==> src/common/hispi_clk_pkg.sv <==
////////////////////////////////////////
// shared types, register map, latencies
// and sequencer states
////////////////////////////////////////
package hispi_clk_pkg;

    // widths with a meaning
    typedef logic [7:0]  phase_t;   // phase position in shift steps
    typedef logic [31:0] wb_data_t; // wishbone data word
    typedef logic [1:0]  wb_adr_t;  // register word address

    // register map, word addresses
    localparam wb_adr_t REG_PHASE   = 2'd0; // target phase, rw
    localparam wb_adr_t REG_CTRL    = 2'd1; // bit 0 rst_mmcm, rw
    localparam wb_adr_t REG_STATUS  = 2'd2; // bit 0 locked, bit 1 ps_rdy, ro
    localparam wb_adr_t REG_CURRENT = 2'd3; // current phase, ro

    // ctrl and status bit positions
    localparam int CTRL_RST_BIT   = 0;
    localparam int STAT_LOCK_BIT  = 0;
    localparam int STAT_RDY_BIT   = 1;

    // step request to done, in mclk cycles
    localparam byte unsigned PS_LATENCY = 8'd12;

    // clock manager reset release to locked, in mclk cycles
    localparam int LOCK_CYCLES = 64;

    // counter widths sized for the reload values
    localparam int PS_CNT_W   = $clog2(int'(PS_LATENCY)); // holds PS_LATENCY-1
    localparam int LOCK_CNT_W = $clog2(LOCK_CYCLES);      // holds LOCK_CYCLES-1

    // phase step sequencer
    typedef enum logic [1:0] {
        ST_IDLE, // compare current and target
        ST_REQ,  // one cycle step request
        ST_WAIT  // wait for the port to finish
    } step_state_t;

endpackage

==> src/verilog/hispi_wb_regs.sv <==
////////////////////////////////////////
// wishbone classic register file
////////////////////////////////////////
`timescale 1ns/1ps

module hispi_wb_regs
    import hispi_clk_pkg::*;
(
    input  logic     mclk_i,
    input  logic     reset_i,
    // wishbone slave
    input  logic     wb_cyc_i,
    input  logic     wb_stb_i,
    input  logic     wb_we_i,
    input  wb_adr_t  wb_adr_i,
    input  wb_data_t wb_dat_i,
    output wb_data_t wb_dat_o,
    output logic     wb_ack_o,
    // status from the clock logic
    input  logic     locked_i,
    input  logic     ps_rdy_i,
    input  phase_t   current_phase_i,
    // control to the clock logic
    output phase_t   target_phase_o,
    output logic     rst_mmcm_o
);

    logic     access;   // new cycle seen, ack not yet given
    logic     wr_en;
    wb_data_t rd_data;
    phase_t   target_phase;
    logic     rst_mmcm;
    logic     ack;

    assign access = wb_cyc_i & wb_stb_i & ~ack;
    assign wr_en  = access & wb_we_i;

    // single cycle ack, one per access
    always_ff @(posedge mclk_i) begin
        if (reset_i) begin
            ack <= 1'b0;
        end else begin
            ack <= access;
        end
    end

    // writable registers, ro addresses ignored
    always_ff @(posedge mclk_i) begin
        if (reset_i) begin
            target_phase <= '0;
            rst_mmcm     <= 1'b1;   // clock manager held in reset
        end else if (wr_en) begin
            case (wb_adr_i)
                REG_PHASE: target_phase <= wb_dat_i[$bits(phase_t)-1:0];
                REG_CTRL:  rst_mmcm     <= wb_dat_i[CTRL_RST_BIT];
                default: ;          // status and current are ro
            endcase
        end
    end

    // read mux, unused bits stay 0
    always_comb begin
        rd_data = '0;
        case (wb_adr_i)
            REG_PHASE:   rd_data[$bits(phase_t)-1:0] = target_phase;
            REG_CTRL:    rd_data[CTRL_RST_BIT]       = rst_mmcm;
            REG_STATUS: begin
                rd_data[STAT_LOCK_BIT] = locked_i;
                rd_data[STAT_RDY_BIT]  = ps_rdy_i;
            end
            REG_CURRENT: rd_data[$bits(phase_t)-1:0] = current_phase_i;
            default:     rd_data = '0;
        endcase
    end

    // read data captured with the ack
    always_ff @(posedge mclk_i) begin
        if (access) begin
            wb_dat_o <= rd_data;
        end
    end

    assign wb_ack_o       = ack;
    assign target_phase_o = target_phase;
    assign rst_mmcm_o     = rst_mmcm;

endmodule

==> src/verilog/lock_monitor.sv <==
////////////////////////////////////////
// clock manager lock timer
////////////////////////////////////////
`timescale 1ns/1ps

module lock_monitor
    import hispi_clk_pkg::*;
(
    input  logic mclk_i,
    input  logic reset_i,
    input  logic rst_mmcm_i, // clock manager reset
    output logic locked_o
);

    logic [LOCK_CNT_W-1:0] lock_cnt;
    logic                  locked;

    // reloads while in reset, locked when the count has run out
    always_ff @(posedge mclk_i) begin
        if (reset_i || rst_mmcm_i) begin
            lock_cnt <= LOCK_CNT_W'(LOCK_CYCLES - 1);
            locked   <= 1'b0;
        end else if (lock_cnt != '0) begin
            lock_cnt <= lock_cnt - 1'b1;
        end else begin
            locked   <= 1'b1;   // LOCK_CYCLES edges after release
        end
    end

    assign locked_o = locked;

endmodule

==> src/phase/phase_step_fsm.sv <==
////////////////////////////////////////
// phase step sequencer FSM
////////////////////////////////////////
`timescale 1ns/1ps

module phase_step_fsm
    import hispi_clk_pkg::*;
(
    input  logic   mclk_i,
    input  logic   reset_i,
    input  logic   locked_i,        // clock manager locked
    input  phase_t target_phase_i,  // from the register file
    input  phase_t current_phase_i, // from the phase port
    input  logic   ps_done_i,       // step finished
    output logic   ps_en_o,         // one cycle step request
    output logic   ps_incdec_o,     // 1 = increment
    output logic   ps_rdy_o         // phase settled on target
);

    step_state_t state;
    step_state_t state_nxt;
    logic        incdec;
    logic        phase_match;
    logic        go_up;

    assign phase_match = (current_phase_i == target_phase_i);
    assign go_up       = (target_phase_i > current_phase_i);

    always_comb begin
        state_nxt = state;
        if (!locked_i) begin
            state_nxt = ST_IDLE;    // lock lost, drop the move
        end else begin
            case (state)
                ST_IDLE: begin
                    if (!phase_match) begin
                        state_nxt = ST_REQ;
                    end
                end
                ST_REQ: begin
                    state_nxt = ST_WAIT;
                end
                ST_WAIT: begin
                    if (ps_done_i) begin
                        state_nxt = ST_IDLE;
                    end
                end
                default: begin
                    state_nxt = ST_IDLE;
                end
            endcase
        end
    end

    always_ff @(posedge mclk_i) begin
        if (reset_i) begin
            state <= ST_IDLE;
        end else begin
            state <= state_nxt;
        end
    end

    // direction picked when a step starts, target changes wait for idle
    always_ff @(posedge mclk_i) begin
        if (reset_i) begin
            incdec <= 1'b0;
        end else if (state == ST_IDLE && state_nxt == ST_REQ) begin
            incdec <= go_up;
        end
    end

    assign ps_en_o     = (state == ST_REQ);
    assign ps_incdec_o = incdec;
    assign ps_rdy_o    = (state == ST_IDLE) & locked_i & phase_match;

endmodule

==> src/phase/phase_shift_port.sv <==
////////////////////////////////////////
// dynamic phase shift port model
////////////////////////////////////////
`timescale 1ns/1ps

module phase_shift_port
    import hispi_clk_pkg::*;
(
    input  logic   mclk_i,
    input  logic   reset_i,
    input  logic   rst_mmcm_i,      // back to configured phase
    input  logic   ps_en_i,         // step request
    input  logic   ps_incdec_i,     // 1 = increment
    output logic   ps_done_o,       // one cycle, PS_LATENCY after ps_en
    output phase_t current_phase_o
);

    logic [PS_CNT_W-1:0] lat_cnt;
    logic                busy;
    logic                dir_up;    // direction of the step in flight
    logic                fire;
    phase_t              phase;

    assign fire = busy & (lat_cnt == PS_CNT_W'(1));

    always_ff @(posedge mclk_i) begin
        if (reset_i || rst_mmcm_i) begin
            busy      <= 1'b0;
            lat_cnt   <= '0;
            dir_up    <= 1'b0;
            ps_done_o <= 1'b0;
            phase     <= '0;
        end else begin
            ps_done_o <= fire;
            if (ps_en_i && !busy) begin
                busy    <= 1'b1;
                lat_cnt <= PS_CNT_W'(PS_LATENCY - 8'd1);
                dir_up  <= ps_incdec_i;
            end else if (fire) begin
                busy  <= 1'b0;
                phase <= dir_up ? phase + 1'b1 : phase - 1'b1; // moves with done
            end else if (busy) begin
                lat_cnt <= lat_cnt - 1'b1;
            end
        end
    end

    assign current_phase_o = phase;

endmodule

==> src/verilog/sens_hispi_clock_ctrl.sv <==
////////////////////////////////////////
// pixel clock control top level
////////////////////////////////////////
`timescale 1ns/1ps

module sens_hispi_clock_ctrl
    import hispi_clk_pkg::*;
(
    input  logic     mclk_i,
    input  logic     reset_i,
    // wishbone classic host port
    input  logic     wb_cyc_i,
    input  logic     wb_stb_i,
    input  logic     wb_we_i,
    input  wb_adr_t  wb_adr_i,
    input  wb_data_t wb_dat_i,
    output wb_data_t wb_dat_o,
    output logic     wb_ack_o,
    // status
    output logic     locked_o,
    output logic     ps_rdy_o,
    output phase_t   ps_out_o   // current phase
);

    phase_t target_phase;
    logic   rst_mmcm;
    logic   ps_en;
    logic   ps_incdec;
    logic   ps_done;

    hispi_wb_regs regs_i (
        .mclk_i          (mclk_i),
        .reset_i         (reset_i),
        .wb_cyc_i        (wb_cyc_i),
        .wb_stb_i        (wb_stb_i),
        .wb_we_i         (wb_we_i),
        .wb_adr_i        (wb_adr_i),
        .wb_dat_i        (wb_dat_i),
        .wb_dat_o        (wb_dat_o),
        .wb_ack_o        (wb_ack_o),
        .locked_i        (locked_o),
        .ps_rdy_i        (ps_rdy_o),
        .current_phase_i (ps_out_o),
        .target_phase_o  (target_phase),
        .rst_mmcm_o      (rst_mmcm)
    );

    lock_monitor lock_i (
        .mclk_i     (mclk_i),
        .reset_i    (reset_i),
        .rst_mmcm_i (rst_mmcm),
        .locked_o   (locked_o)
    );

    phase_step_fsm step_i (
        .mclk_i          (mclk_i),
        .reset_i         (reset_i),
        .locked_i        (locked_o),
        .target_phase_i  (target_phase),
        .current_phase_i (ps_out_o),
        .ps_done_i       (ps_done),
        .ps_en_o         (ps_en),
        .ps_incdec_o     (ps_incdec),
        .ps_rdy_o        (ps_rdy_o)
    );

    phase_shift_port ps_port_i (
        .mclk_i          (mclk_i),
        .reset_i         (reset_i),
        .rst_mmcm_i      (rst_mmcm),
        .ps_en_i         (ps_en),
        .ps_incdec_i     (ps_incdec),
        .ps_done_o       (ps_done),
        .current_phase_o (ps_out_o)
    );

endmodule

==> config.mk <==
export PLATFORM = sky130hd
export DESIGN_NAME = sens_hispi_clock_ctrl
export DESIGN_NICKNAME = d
export VERILOG_FILES = /design/src/common/hispi_clk_pkg.sv /design/src/verilog/hispi_wb_regs.sv /design/src/verilog/lock_monitor.sv /design/src/phase/phase_step_fsm.sv /design/src/phase/phase_shift_port.sv /design/src/verilog/sens_hispi_clock_ctrl.sv
export SDC_FILE = /design/constraint.sdc
export NUM_CORES = 1
export LEC_CHECK = 0
export ABC_CLOCK_PERIOD_IN_PS = 2270
export BUFFER_PORTS_ARGS = -buffer_cell sky130_fd_sc_hd__buf_2
export CAP_MARGIN = 30
export CORE_MARGIN = 3
export CORE_UTILIZATION = 50
export DETAILED_ROUTE_END_ITERATION = 8
export PLACE_DENSITY = 0.79
export REMOVE_ABC_BUFFERS = 1
export SLEW_MARGIN = 25
export SYNTH_ARGS = -nofsm -noshare
export SYNTH_HDL_FRONTEND = slang
export SYNTH_SLANG_ARGS = --single-unit
==> constraint.sdc <==
create_clock -name mclk_i -period 2.27 [get_ports mclk_i]
set_clock_uncertainty 0.15 [all_clocks]
set_input_delay 0.3405 -clock mclk_i [delete_from_list [all_inputs] [get_ports mclk_i]]
set_output_delay 0.3405 -clock mclk_i [all_outputs]
set_load 0.01 [all_outputs]
# [Word-level counts from Yosys, hierarchy flattened]
# Cells that the tools add are included.
[classes] n_addsub=4 magnitude_cmp=1 n_eq_ne=9 n_mux=13 n_bitwise=9 reduce_logical=15
[op_table] op="$mux W4" count=3
[op_table] op="$pmux W6 S2" count=1
[op_table] op="$reduce_and A2 Y1" count=5
[op_table] op="$add A8 B1 Y8 const B" count=1
[op_table] op="$eq A8 B8 Y1" count=1
[op_table] op="$gt A8 B8 Y1" count=1
[op_table] op="$mux W8" count=1
[op_table] op="$sub A8 B1 Y8 const B" count=1
[op_table] op="$and A1 B1 Y1" count=6
[op_table] op="$eq A2 B1 Y1 const B" count=3
[op_table] op="$eq A2 B2 Y1 const B" count=3
[op_table] op="$mux W2" count=3
[op_table] op="$pmux W2 S3" count=1
[op_table] op="$reduce_bool A6 Y1" count=1
[op_table] op="$sub A6 B1 Y6 const B" count=1
[op_table] op="$eq A4 B1 Y1 const B" count=1
[op_table] op="$logic_not A2 Y1" count=2
[op_table] op="$pmux W1 S4" count=1
[op_table] op="$reduce_bool A2 Y1" count=2
[op_table] op="$sub A4 B1 Y4 const B" count=1
[op_table] op="$not A1 Y1" count=3
[op_table] op="$pmux W1 S3" count=1
[op_table] op="$logic_and A1 B1 Y1" count=2
[op_table] op="$mux W1" count=2
[op_table] op="other kinds (4)" count=4
[word_totals] reg_bits=43 inputBits=39 output_inout_bits=43 elab_cells=65

# [Longest topological paths before layout]
# Gate-level depths: netlist of the first run.
[depth] depth_word=6 depth_mapped=7 depth_no_buf=7

# [Cells and area by module]
# Synthesis of the first run repeated with hierarchy kept, for this count alone.
[unflattened] cells_unflattened=282 area_unflattened_um2=2605.0
[by_module_without_submodules] mod="hispi_wb_regs" instances=1 cells_each=103 area_each_um2=1066.0 seq_area_each_um2=440.4
[by_module_without_submodules] mod="phase_shift_port" instances=1 cells_each=101 area_each_um2=865.8 seq_area_each_um2=300.3
[by_module_without_submodules] mod="lock_monitor" instances=1 cells_each=37 area_each_um2=344.1 seq_area_each_um2=140.1
[by_module_without_submodules] mod="phase_step_fsm" instances=1 cells_each=41 area_each_um2=329.1 seq_area_each_um2=60.1

# [Least setup slack after synthesis of the first run]
# OpenSTA, ideal clock, no wires.
[synth_timing] path_type="register -> register" from="register ps_port_i.dir_up" to="register ps_port_i.phase[6] (netlist: ps_port_i.current_phase_o[6])" setup_ps=140 arrival_time_ps=1609 required_time_ps=1980 setup_slack_ps=371 path_stages_with_launch=8 path_buffers=0 synth_period_minus_slack_ps=1899 cell_sequence="dfxtp_1 inv_1 fa_1 a21o_1 a21oi_1 o21ai_0 mux2i_1 o311ai_0"
[synth_via] elab_chain_len=1
[synth_lines] element="start: declaration" line_no="phase_shift_port.sv:20" source="logic dir_up;"
[synth_lines] element="start signal: assignment" line_no="phase_shift_port.sv:38" source="dir_up <= ps_incdec_i;"
[synth_lines] element="$mux W8" line_no="phase_shift_port.sv:41" source="phase <= dir_up ? phase + 1'b1 : phase - 1'b1;"
[synth_lines] element="end signal: assignment" line_no="phase_shift_port.sv:41"
[synth_lines] element="end: declaration" line_no="phase_shift_port.sv:22" source="phase_t phase;"
# No other way between the ends.
# A chain may end at the register's enable or synchronous reset.

# [Worst setup path after layout of the first run]
[layout_timing] from="register ps_port_i.phase[4] (netlist: ps_port_i.current_phase_o[4])" to="output ps_rdy_o"
[layout_via] elab_chain_len=2
[layout_lines] element="$eq A8 B8 Y1" line_no="phase_step_fsm.sv:26" source="assign phase_match = (current_phase_i == target_phase_i);"
[layout_lines] element="$and A1 B1 Y1" line_no="phase_step_fsm.sv:74" source="assign ps_rdy_o = (state == ST_IDLE) & locked_i & phase_match;"
[layout_lines] element="end: declaration" line_no="sens_hispi_clock_ctrl.sv:21" source="output logic ps_rdy_o,"
# No other way between the ends.

==> results of run 1 <==
[synthesized netlist by cell type, drive strengths merged]
| cell type | number | area [um2] |
|---|---|---|
| nor4b | 1 | 8.76 |
| ha | 22 | 275 |
| nor4 | 3 | 40.0 |
| nor2b | 2 | 12.5 |
| a211oi | 4 | 30.0 |
| conb | 1 | 3.75 |
| buf | 26 | 190 |
| a221oi | 1 | 8.76 |
| o21ai | 7 | 35.0 |
| nand2b | 3 | 26.3 |
| or2 | 1 | 6.26 |
| xnor2 | 7 | 61.3 |
| o211a | 1 | 10.0 |
| a22oi | 6 | 45.0 |
| nand4b | 1 | 8.76 |
| or4b | 1 | 10.0 |
| fa | 1 | 20.0 |
| edfxtp | 8 | 240 |
| a222oi | 2 | 20.0 |
| a211o | 1 | 8.76 |
| nand2 | 15 | 56.3 |
| inv | 17 | 63.8 |
| a21o | 2 | 15.0 |
| clkbuf | 5 | 18.8 |
| and3 | 1 | 7.51 |
| o311ai | 1 | 8.76 |
| nor2 | 35 | 134 |
| nor3b | 1 | 7.51 |
| o211ai | 2 | 15.0 |
| nand4 | 2 | 12.5 |
| dfxtp | 35 | 701 |
| o31ai | 1 | 7.51 |
| or3b | 1 | 8.76 |
| xor2 | 3 | 26.3 |
| a221o | 1 | 10.0 |
| mux2i | 13 | 130 |
| o21a | 1 | 7.51 |
| nor3 | 7 | 35.0 |
| a21oi | 15 | 75.1 |
| nand3 | 5 | 35.0 |
| a21bo | 1 | 16.3 |
[where the power goes]
part           internal (W)  switching, W  leakage [nW]
sequential         0.000783    0.00000323         0.358
combinational     0.0000273     0.0000547         0.810
clock              0.000329      0.000249        0.0524
[registers in the layout, summed over array words and instances, names as in the netlist]
| name | cells |
|---|---|
| regs_i.rst_mmcm_o | 1 |
| regs_i.target_phase_o | 8 |
| step_i.ps_incdec_o | 1 |
| ps_port_i.dir_up | 1 |
| ps_port_i.lat_cnt | 4 |
| lock_i.lock_cnt | 6 |
| regs_i.wb_ack_o | 1 |
| step_i.state | 2 |
| lock_i.locked_o | 1 |
| ps_port_i.current_phase_o | 8 |
| ps_port_i.ps_done_o | 1 |
| regs_i.wb_dat_o | 8 |
| ps_port_i.busy | 1 |
[metal layers]
layer | vias up | GRT usage (%) | wire length, um
met3 | 7 | 4.14 | 367
met1 | 851 | 20.3 | 2120
met4 | 0 | 5.43 | 61
met5 | - | 0 | 0
li1 | 938 | - | -
met2 | 76 | 26.9 | 2140
[cell type report]
cell class / instances / area [um2]
Inverter: 17 / 63.8
Clock inverter: 1 / 30.0
Sequential cell: 43 / 941
Timing Repair Buffer: 36 / 188
Fill cell: 376 / 1820
Clock buffer: 7 / 76.3
Multi-Input combinational cell: 195 / 1340
Tap cell: 65 / 81.3
[worst max-delay path, stage by stage (launching register included)]
cell,delay [ps]
dfxtp_1,410
inv_1,90
ha_1,300
nand4_1,150
nor3_2,250
buf_2,170
[cell families after synthesis]
family	Yosys count	synth area share [%]
compound gates	46	12.8
xor+xnor	10	3.57
fa+ha+maj	23	12.0
buf+inv	48	11.1
flops	43	38.4
mux	13	5.31
other cells	1	0.153
simple gates	79	16.7
[metrics by stage]
step           utilization (%)  worst slack (ps)  hold WS, ps
2_1_floorplan                -               366          263
3_3_place_gp              57.3               209          278
3_5_place_dp              57.3               174          311
4_1_cts                   59.7              29.4          121
5_1_grt                   59.9              11.6          121
6_report                  59.9               125          126
[what timing repair did]
action | 4_1_cts | 5_1_grt
setup buffers | 0 | 0
resized for setup | 0 | 2
endpoints found under the setup margin | 0 | 2
[worst paths after layout]
path	slack, ps	depth (start not counted)	from	endpoint
hold reg to reg	310	1	regs_i.wb_ack_o	regs_i.wb_ack_o
setup / recovery	120	5	ps_port_i.current_phase_o[4]	ps_rdy_o
hold / removal	130	3	wb_dat_i[5]	regs_i.target_phase_o[5]
setup reg to reg	120	7	ps_port_i.dir_up	ps_port_i.current_phase_o[6]
==> results.yml, run 1 <==
status:
  status: "completed"
clocking:
  insertion_delay_ps: 290
  cts_tree: "yes"
  clock-sinks: 43
  cts_root_buffer: "clkbuf_8"
  htree_levels: 2
  ctsHoldBuffers: 0
  clock_path_buffers: 2
  cts_buffers: 5
  path_clk_slew_ps: 80
placement:
  placed_cells: 356
  postPlaceCellArea_um2: 2600
  gp_congestion: 0.833
  detailed_place_hpwl_um: 3570
  port_buffers: 33
power_and_ir_drop:
  p_leak_nw: 1.22
  power_w: 0.00145
  vdd.ir_drop.worst_v: 0.000286
  powerDensity_nw_per_um2: 533
timing:
  fin_tns_setup_ps: 0
  slew_violations: 0
  max_freq_mhz: 466
  relSlewSlack_pct: 56.6
  finalSetupViolations: 0
  min_period_ps: 2150
  rsz0062_at_grt: "no"
  hold_viol_final: 0
  worstMarginPinSlew_ps: 649
  finalCritPeriodShare_pct: 94.5
global_route:
  grt_usage_pct: 16.1
  grt_first_pass_wirelength_um: 7710
  grt_antenna_before_repair: 0
  grt_overflow_total: 0
  grt_pass1_vias: 1663
  grt_max_degree: 16
synthesis:
  syn_area_per_cell_um2: 9.32
  netlist_instances: 263
  syn_area_um2: 2450
  ys_seq_elements: 43
  ys_types: 47
  yosysWarnings: 0
  ys_seq_area_share_pct: 38.4
floorplanning:
  ios: 82
  row_count: 24
  core_um2: 4530
  chipHeight_um: 76.0
  die_area_um2: 5780
  fp.dieW_um: 76.0
  initial_utilization_pct: 54.1
cells_and_area:
  mostFrequentLayoutCells: "35 x dfxtp_1, 34 x nor2_1, 33 x buf_2, 24 x conb_1, 22 x ha_1"
  drive_above_1_share_pct: 17.7
  layout_commonest_cell: "dfxtp_1"
  nets: 360
  layout.cells.non_filler: 364
  syn2layout_area_growth_pct: 10.8
  antenna_cells: 0
  final_area_um2: 2720
detailed_routing:
  dr.pass1.iters: 5
  vias_per_cell: 5.14
  vias: 1872
  drtIter0Drc: 112
  final_antenna_net_count: 0
  drt_wl_total_um: 4690
  drc: 0
  post_drt_wl_per_cell_um: 12.9
job:
  drv_cap: 0
worst_setup_path:
  crit_fanout: 4
  required_ps: 1780
  arrival_ps: 1650
  start_kind: "flop"
  critPathKind: "flop to output port"
  endpoint_kind: "output port"
min_path:
  hold_path.class: "primary input to flop"
Power figures use the tool's default switching activity.
==> run 2: changes to the inputs <==
==> constraint.sdc (replaced) <==
create_clock -name mclk_i -period 2.27 [get_ports mclk_i]
set_clock_uncertainty 0.15 [all_clocks]
set_input_delay 0.227 -clock mclk_i [delete_from_list [all_inputs] [get_ports mclk_i]]
set_output_delay 0.227 -clock mclk_i [all_outputs]
set_load 0.01 [all_outputs]
==> results.yml, run 2 (synthesis gave the netlist of run 1 again) <==
timing:
  hold_viol_final: 0
  worstMarginPinSlew_ps: 602
  relSlewSlack_pct: 59.7
  slew_violations: 0
  min_period_ps: 2160
  max_freq_mhz: 463
  fin_ws_ps: 111
  finalCritPeriodShare_pct: 95.1
  finalSetupViolations: 0
clocking:
  clock_path_buffers: 2
  cts_root_buffer: "clkbuf_8"
  cts_resized: 0
  htree_levels: 2
  post_cts_buffers: 0
  clock-sinks: 43
  path_clk_slew_ps: 90
  cts_buffers: 5
  insertion_delay_ps: 290
  cts_tree: "yes"
  ctsHoldBuffers: 0
cells_and_area:
  layout.cells.non_filler: 363
  seqCellArea_um2: 941
  nets: 359
  nFillCells: 372
  antenna_cells: 0
  syn2layout_area_growth_pct: 10.7
  mostFrequentLayoutCells: "35 x dfxtp_1, 34 x nor2_1, 33 x buf_2, 24 x conb_1, 22 x ha_1"
  drive_above_1_share_pct: 18.1
  layout_commonest_cell: "dfxtp_1"
  multi_input_area_um2: 1340
worst_setup_path:
  endpoint_kind: "flop"
  arrival_ps: 2170
  required_ps: 2280
  crit_chain: "inv_1, fa_1, a21o_1, a21oi_1, o21ai_0, mux2i_1, o311ai_0"
  start_kind: "flop"
  crit_fanout: 7
  crit_path_max_incr_delay_ps: 430
  critPathKind: "flop to flop"
  cp_slowest_cell: "fa_1"
global_route:
  grt_antenna_before_repair: 0
  grt_usage_pct: 16.5
  grt_pass1_vias: 1660
  grt_first_pass_wirelength_um: 7980
  grt_max_degree: 16
  grt_overflow_total: 0
floorplanning:
  row_count: 24
  chipHeight_um: 76.0
  fp.dieW_um: 76.0
  ios: 82
  core_um2: 4530
  die_area_um2: 5780
  initial_utilization_pct: 54.1
power_and_ir_drop:
  powerDensity_nw_per_um2: 540
  p_leak_nw: 1.22
  vdd.ir_drop.worst_v: 0.000233
placement:
  placed_cells: 355
  pre_cts_ws_ps: 190
  port_buffers: 33
  gp_congestion: 0.819
  detailed_place_hpwl_um: 3660
detailed_routing:
  final_antenna_net_count: 0
  dr.pass1.iters: 8
  vias_per_cell: 5.09
  vias: 1848
  drc: 0
  drt_wl_total_um: 4830
  drtIter0Drc: 106
  post_drt_wl_per_cell_um: 13.3
min_path:
  hold_path.class: "primary input to flop"
job:
  drv_cap: 0
status:
  status: "completed"
==> run 2: critical path: cells and delay by family (launching register included) <==
family / cells / cell delay [ps]
multiplexers: 1 / 180
adder cells (fa/ha/maj): 1 / 430
AO/OA/AOI/OAI: 4 / 700
buffers and inverters: 1 / 170
flip-flops: 1 / 400
==> run 2: layout make-up <==
cell class                      count  area share (%)
Multi-Input combinational cell    195            49.2
Sequential cell                    43            34.7
Timing Repair Buffer               35            6.64
Tap cell                           65            3.00
Clock buffer                        5            2.53
Inverter                           17            2.35
Clock inverter                      3            1.61
==> run 2: worst paths after layout <==
| path | startpoint | end | slack (ps) | cells after the start |
|---|---|---|---|---|
| worst max-delay path | ps_port_i.dir_up | ps_port_i.current_phase_o[6] | 110 | 7 |
| worst min-delay path | wb_dat_i[5] | regs_i.target_phase_o[5] | 10 | 3 |
| worst max register to register | ps_port_i.dir_up | ps_port_i.current_phase_o[6] | 110 | 7 |
| worst min register to register | regs_i.wb_ack_o | regs_i.wb_ack_o | 300 | 1 |
==> run 2: report_power, final <==
part / internal (W) / total, W / switching [W]
Sequential: 0.000783 / 0.000786 / 0.00000321
Clock: 0.000328 / 0.000596 / 0.000269
Combinational: 0.0000274 / 0.0000828 / 0.0000554
==> run 2: stage by stage <==
step	hold WS, ps	power [W]	util (%)	setup TNS (ps)	instance area (um2)
CTS	8.27	0.00148	59.6	0	2700
floorplan	149	0.000854	-	0	2330
global route	22.2	0.00152	59.9	-20.2	2720
global placement	278	0.000884	57.1	0	2590
detailed placement	288	0.000885	57.1	0	2590
finish	10.4	0.00147	59.9	0	2720
==> run 2: layer usage <==
metal	vias up	GRT usage, %	share of wire (%)
li1	935	-	-
met1	843	21.8	46
met2	66	27.3	46
met3	4	4.26	6.7
met4	0	3.80	0.46
met5	-	0	0
==> run 3: changes to the inputs <==
Settings changed: PLACE_DENSITY 0.79 to 0.87, RECOVER_POWER set to 100.
==> results.yml, run 3 (synthesis gave the netlist of run 1 again) <==
worst_setup_path:
  crit_fanout: 7
  r2r_end: "ps_port_i.current_phase_o[7]"
  reg2reg_slack_ps: 130
  arrival_ps: 2180
  required_ps: 2310
  path_buf_inv: 1
  endpoint_kind: "flop"
  r2r-start: "ps_port_i.dir_up"
  start_kind: "flop"
  critPathKind: "flop to flop"
  crit_chain: "inv_2, ha_1, a21oi_1, a211oi_2, o211a_1, o211ai_1, o31ai_1"
  crit_family: "compound AO/OA/AOI/OAI gates"
  crit_path_max_incr_delay_ps: 430
  cp_slowest_cell: "dfxtp_1"
  worst-path-stages: 7
  rr_worst_depth: 7
detailed_routing:
  vias_per_cell: 5.24
  drtIter0Drc: 95
  vias: 1898
  post_drt_wl_per_cell_um: 13.2
  dr.pass1.iters: 4
  drc: 0
  final_antenna_net_count: 0
  drt_wl_total_um: 4790
power_and_ir_drop:
  p_clk_share_pct: 35.1
  intPower_w: 0.00102
  pwr-share-seq_pct: 58.9
  powerDensity_nw_per_um2: 510
  p_sw_share_pct: 23.4
  p_switching_w: 0.000313
  p_leak_nw: 1.10
  vdd.ir_drop.worst_v: 0.000213
  pwr-share-comb_pct: 6.0
floorplanning:
  ios: 82
  die_area_um2: 5780
  row_count: 24
  fp.dieW_um: 76.0
  chipHeight_um: 76.0
  initial_utilization_pct: 54.1
  core_um2: 4530
clocking:
  ctsHoldBuffers: 0
  clock_path_buffers: 2
  cts_tree: "yes"
  cts_root_buffer: "clkbuf_8"
  path_clk_slew_ps: 80
  insertion_delay_ps: 300
  htree_levels: 2
  cts_buffers: 5
  clock-sinks: 43
cells_and_area:
  syn2layout_area_growth_pct: 6.84
  drive_above_1_share_pct: 9.76
  layout_commonest_cell: "dfxtp_1"
  mostFrequentLayoutCells: "35 x dfxtp_1, 34 x nor2_1, 24 x conb_1, 22 x ha_1, 21 x clkbuf_1"
  nets: 358
  final_area_um2: 2620
  antenna_cells: 0
timing:
  finalSetupViolations: 0
  hold_viol_final: 0
  rsz0062_at_grt: "no"
  max_freq_mhz: 466
  relSlewSlack_pct: 30.7
  worstMarginPinSlew_ps: 1040
  fin_tns_setup_ps: 0
  slew_violations: 0
  min_period_ps: 2140
  finalCritPeriodShare_pct: 94.5
global_route:
  grt_overflow_total: 0
  grt_usage_pct: 16.9
  grt_antenna_before_repair: 0
  grt_first_pass_wirelength_um: 7880
  grt_max_degree: 18
  grt_pass1_vias: 1760
placement:
  port_buffers: 33
  detailed_place_hpwl_um: 3610
  gp_congestion: 0.845
  postPlaceCellArea_um2: 2580
job:
  drv_cap: 0
min_path:
  holdCritStartpoint: "wb_dat_i[1]"
  min_to: "regs_i.target_phase_o[1]"
  hold_path.class: "primary input to flop"
  min_path_cells: 3
status:
  status: "completed"
run 3: power by group through the flow:
stage / sequential [W] / combinational [W] / clock (W)
4_1_cts: 0.000787 / 0.0000816 / 0.000491
6_report: 0.000787 / 0.0000796 / 0.000469
3_5_place_dp: 0.000805 / 0.0000814 / 0
5_1_grt: 0.000788 / 0.0000876 / 0.000518
2_1_floorplan: 0.000808 / 0.0000464 / 0
3_3_place_gp: 0.000804 / 0.0000792 / 0
run 3: worst register-to-register path: stages, from the launching register on:
cell and delay, ps:
dfxtp_1 430, inv_2 120, ha_1 350, a21oi_1 300
a211oi_2 140, o211a_1 260, o211ai_1 190, o31ai_1 90
run 3: final cells by class:
type                            instances  area, um2
Timing Repair Buffer                   34        145
Sequential cell                        43        941
Inverter                               17       63.8
Clock inverter                          2       12.5
Clock buffer                            6       72.6
Multi-Input combinational cell        195       1300
Fill cell                             400       1910
Tap cell                               65       81.3
run 3: metal layers:
layer | vias up | wire [um] | share of wire [%] | track usage (%)
li1 | 932 | - | - | -
met1 | 897 | 2110 | 44 | 19.5
met2 | 61 | 2270 | 47 | 27.9
met3 | 8 | 334 | 7.0 | 5.56
met4 | 0 | 79 | 1.6 | 8.51
met5 | - | 0 | 0 | 0
run 3: worst max path at each step:
stage | start | endpoint | slack [ps]
floorplan | ps_port_i.dir_up | ps_port_i.current_phase_o[6] | 370
global placement | ps_port_i.dir_up | ps_port_i.current_phase_o[6] | 220
detailed placement | ps_port_i.dir_up | ps_port_i.current_phase_o[7] | 160
CTS | ps_port_i.dir_up | ps_port_i.current_phase_o[7] | 140
global route | ps_port_i.dir_up | ps_port_i.current_phase_o[6] | 40
finish | ps_port_i.dir_up | ps_port_i.current_phase_o[7] | 130
run 3: per-stage QoR:
step	hold slack, ps	instances	total power, W	worst slack, ps	util [%]
finish	8.59	362	0.00134	126	57.8
global route	14.4	362	0.00139	39.5	57.8
CTS	1.06	362	0.00136	136	58.9
detailed placement	284	354	0.000886	157	57.0
global placement	279	354	0.000884	222	57.0
floorplan	149	255	0.000854	366	-
run 3: repair_timing:
action                                  in CTS  in global routing
resized for setup                            0                  4
buffers inserted                             0                  0
endpoints found under the setup margin       0                  1
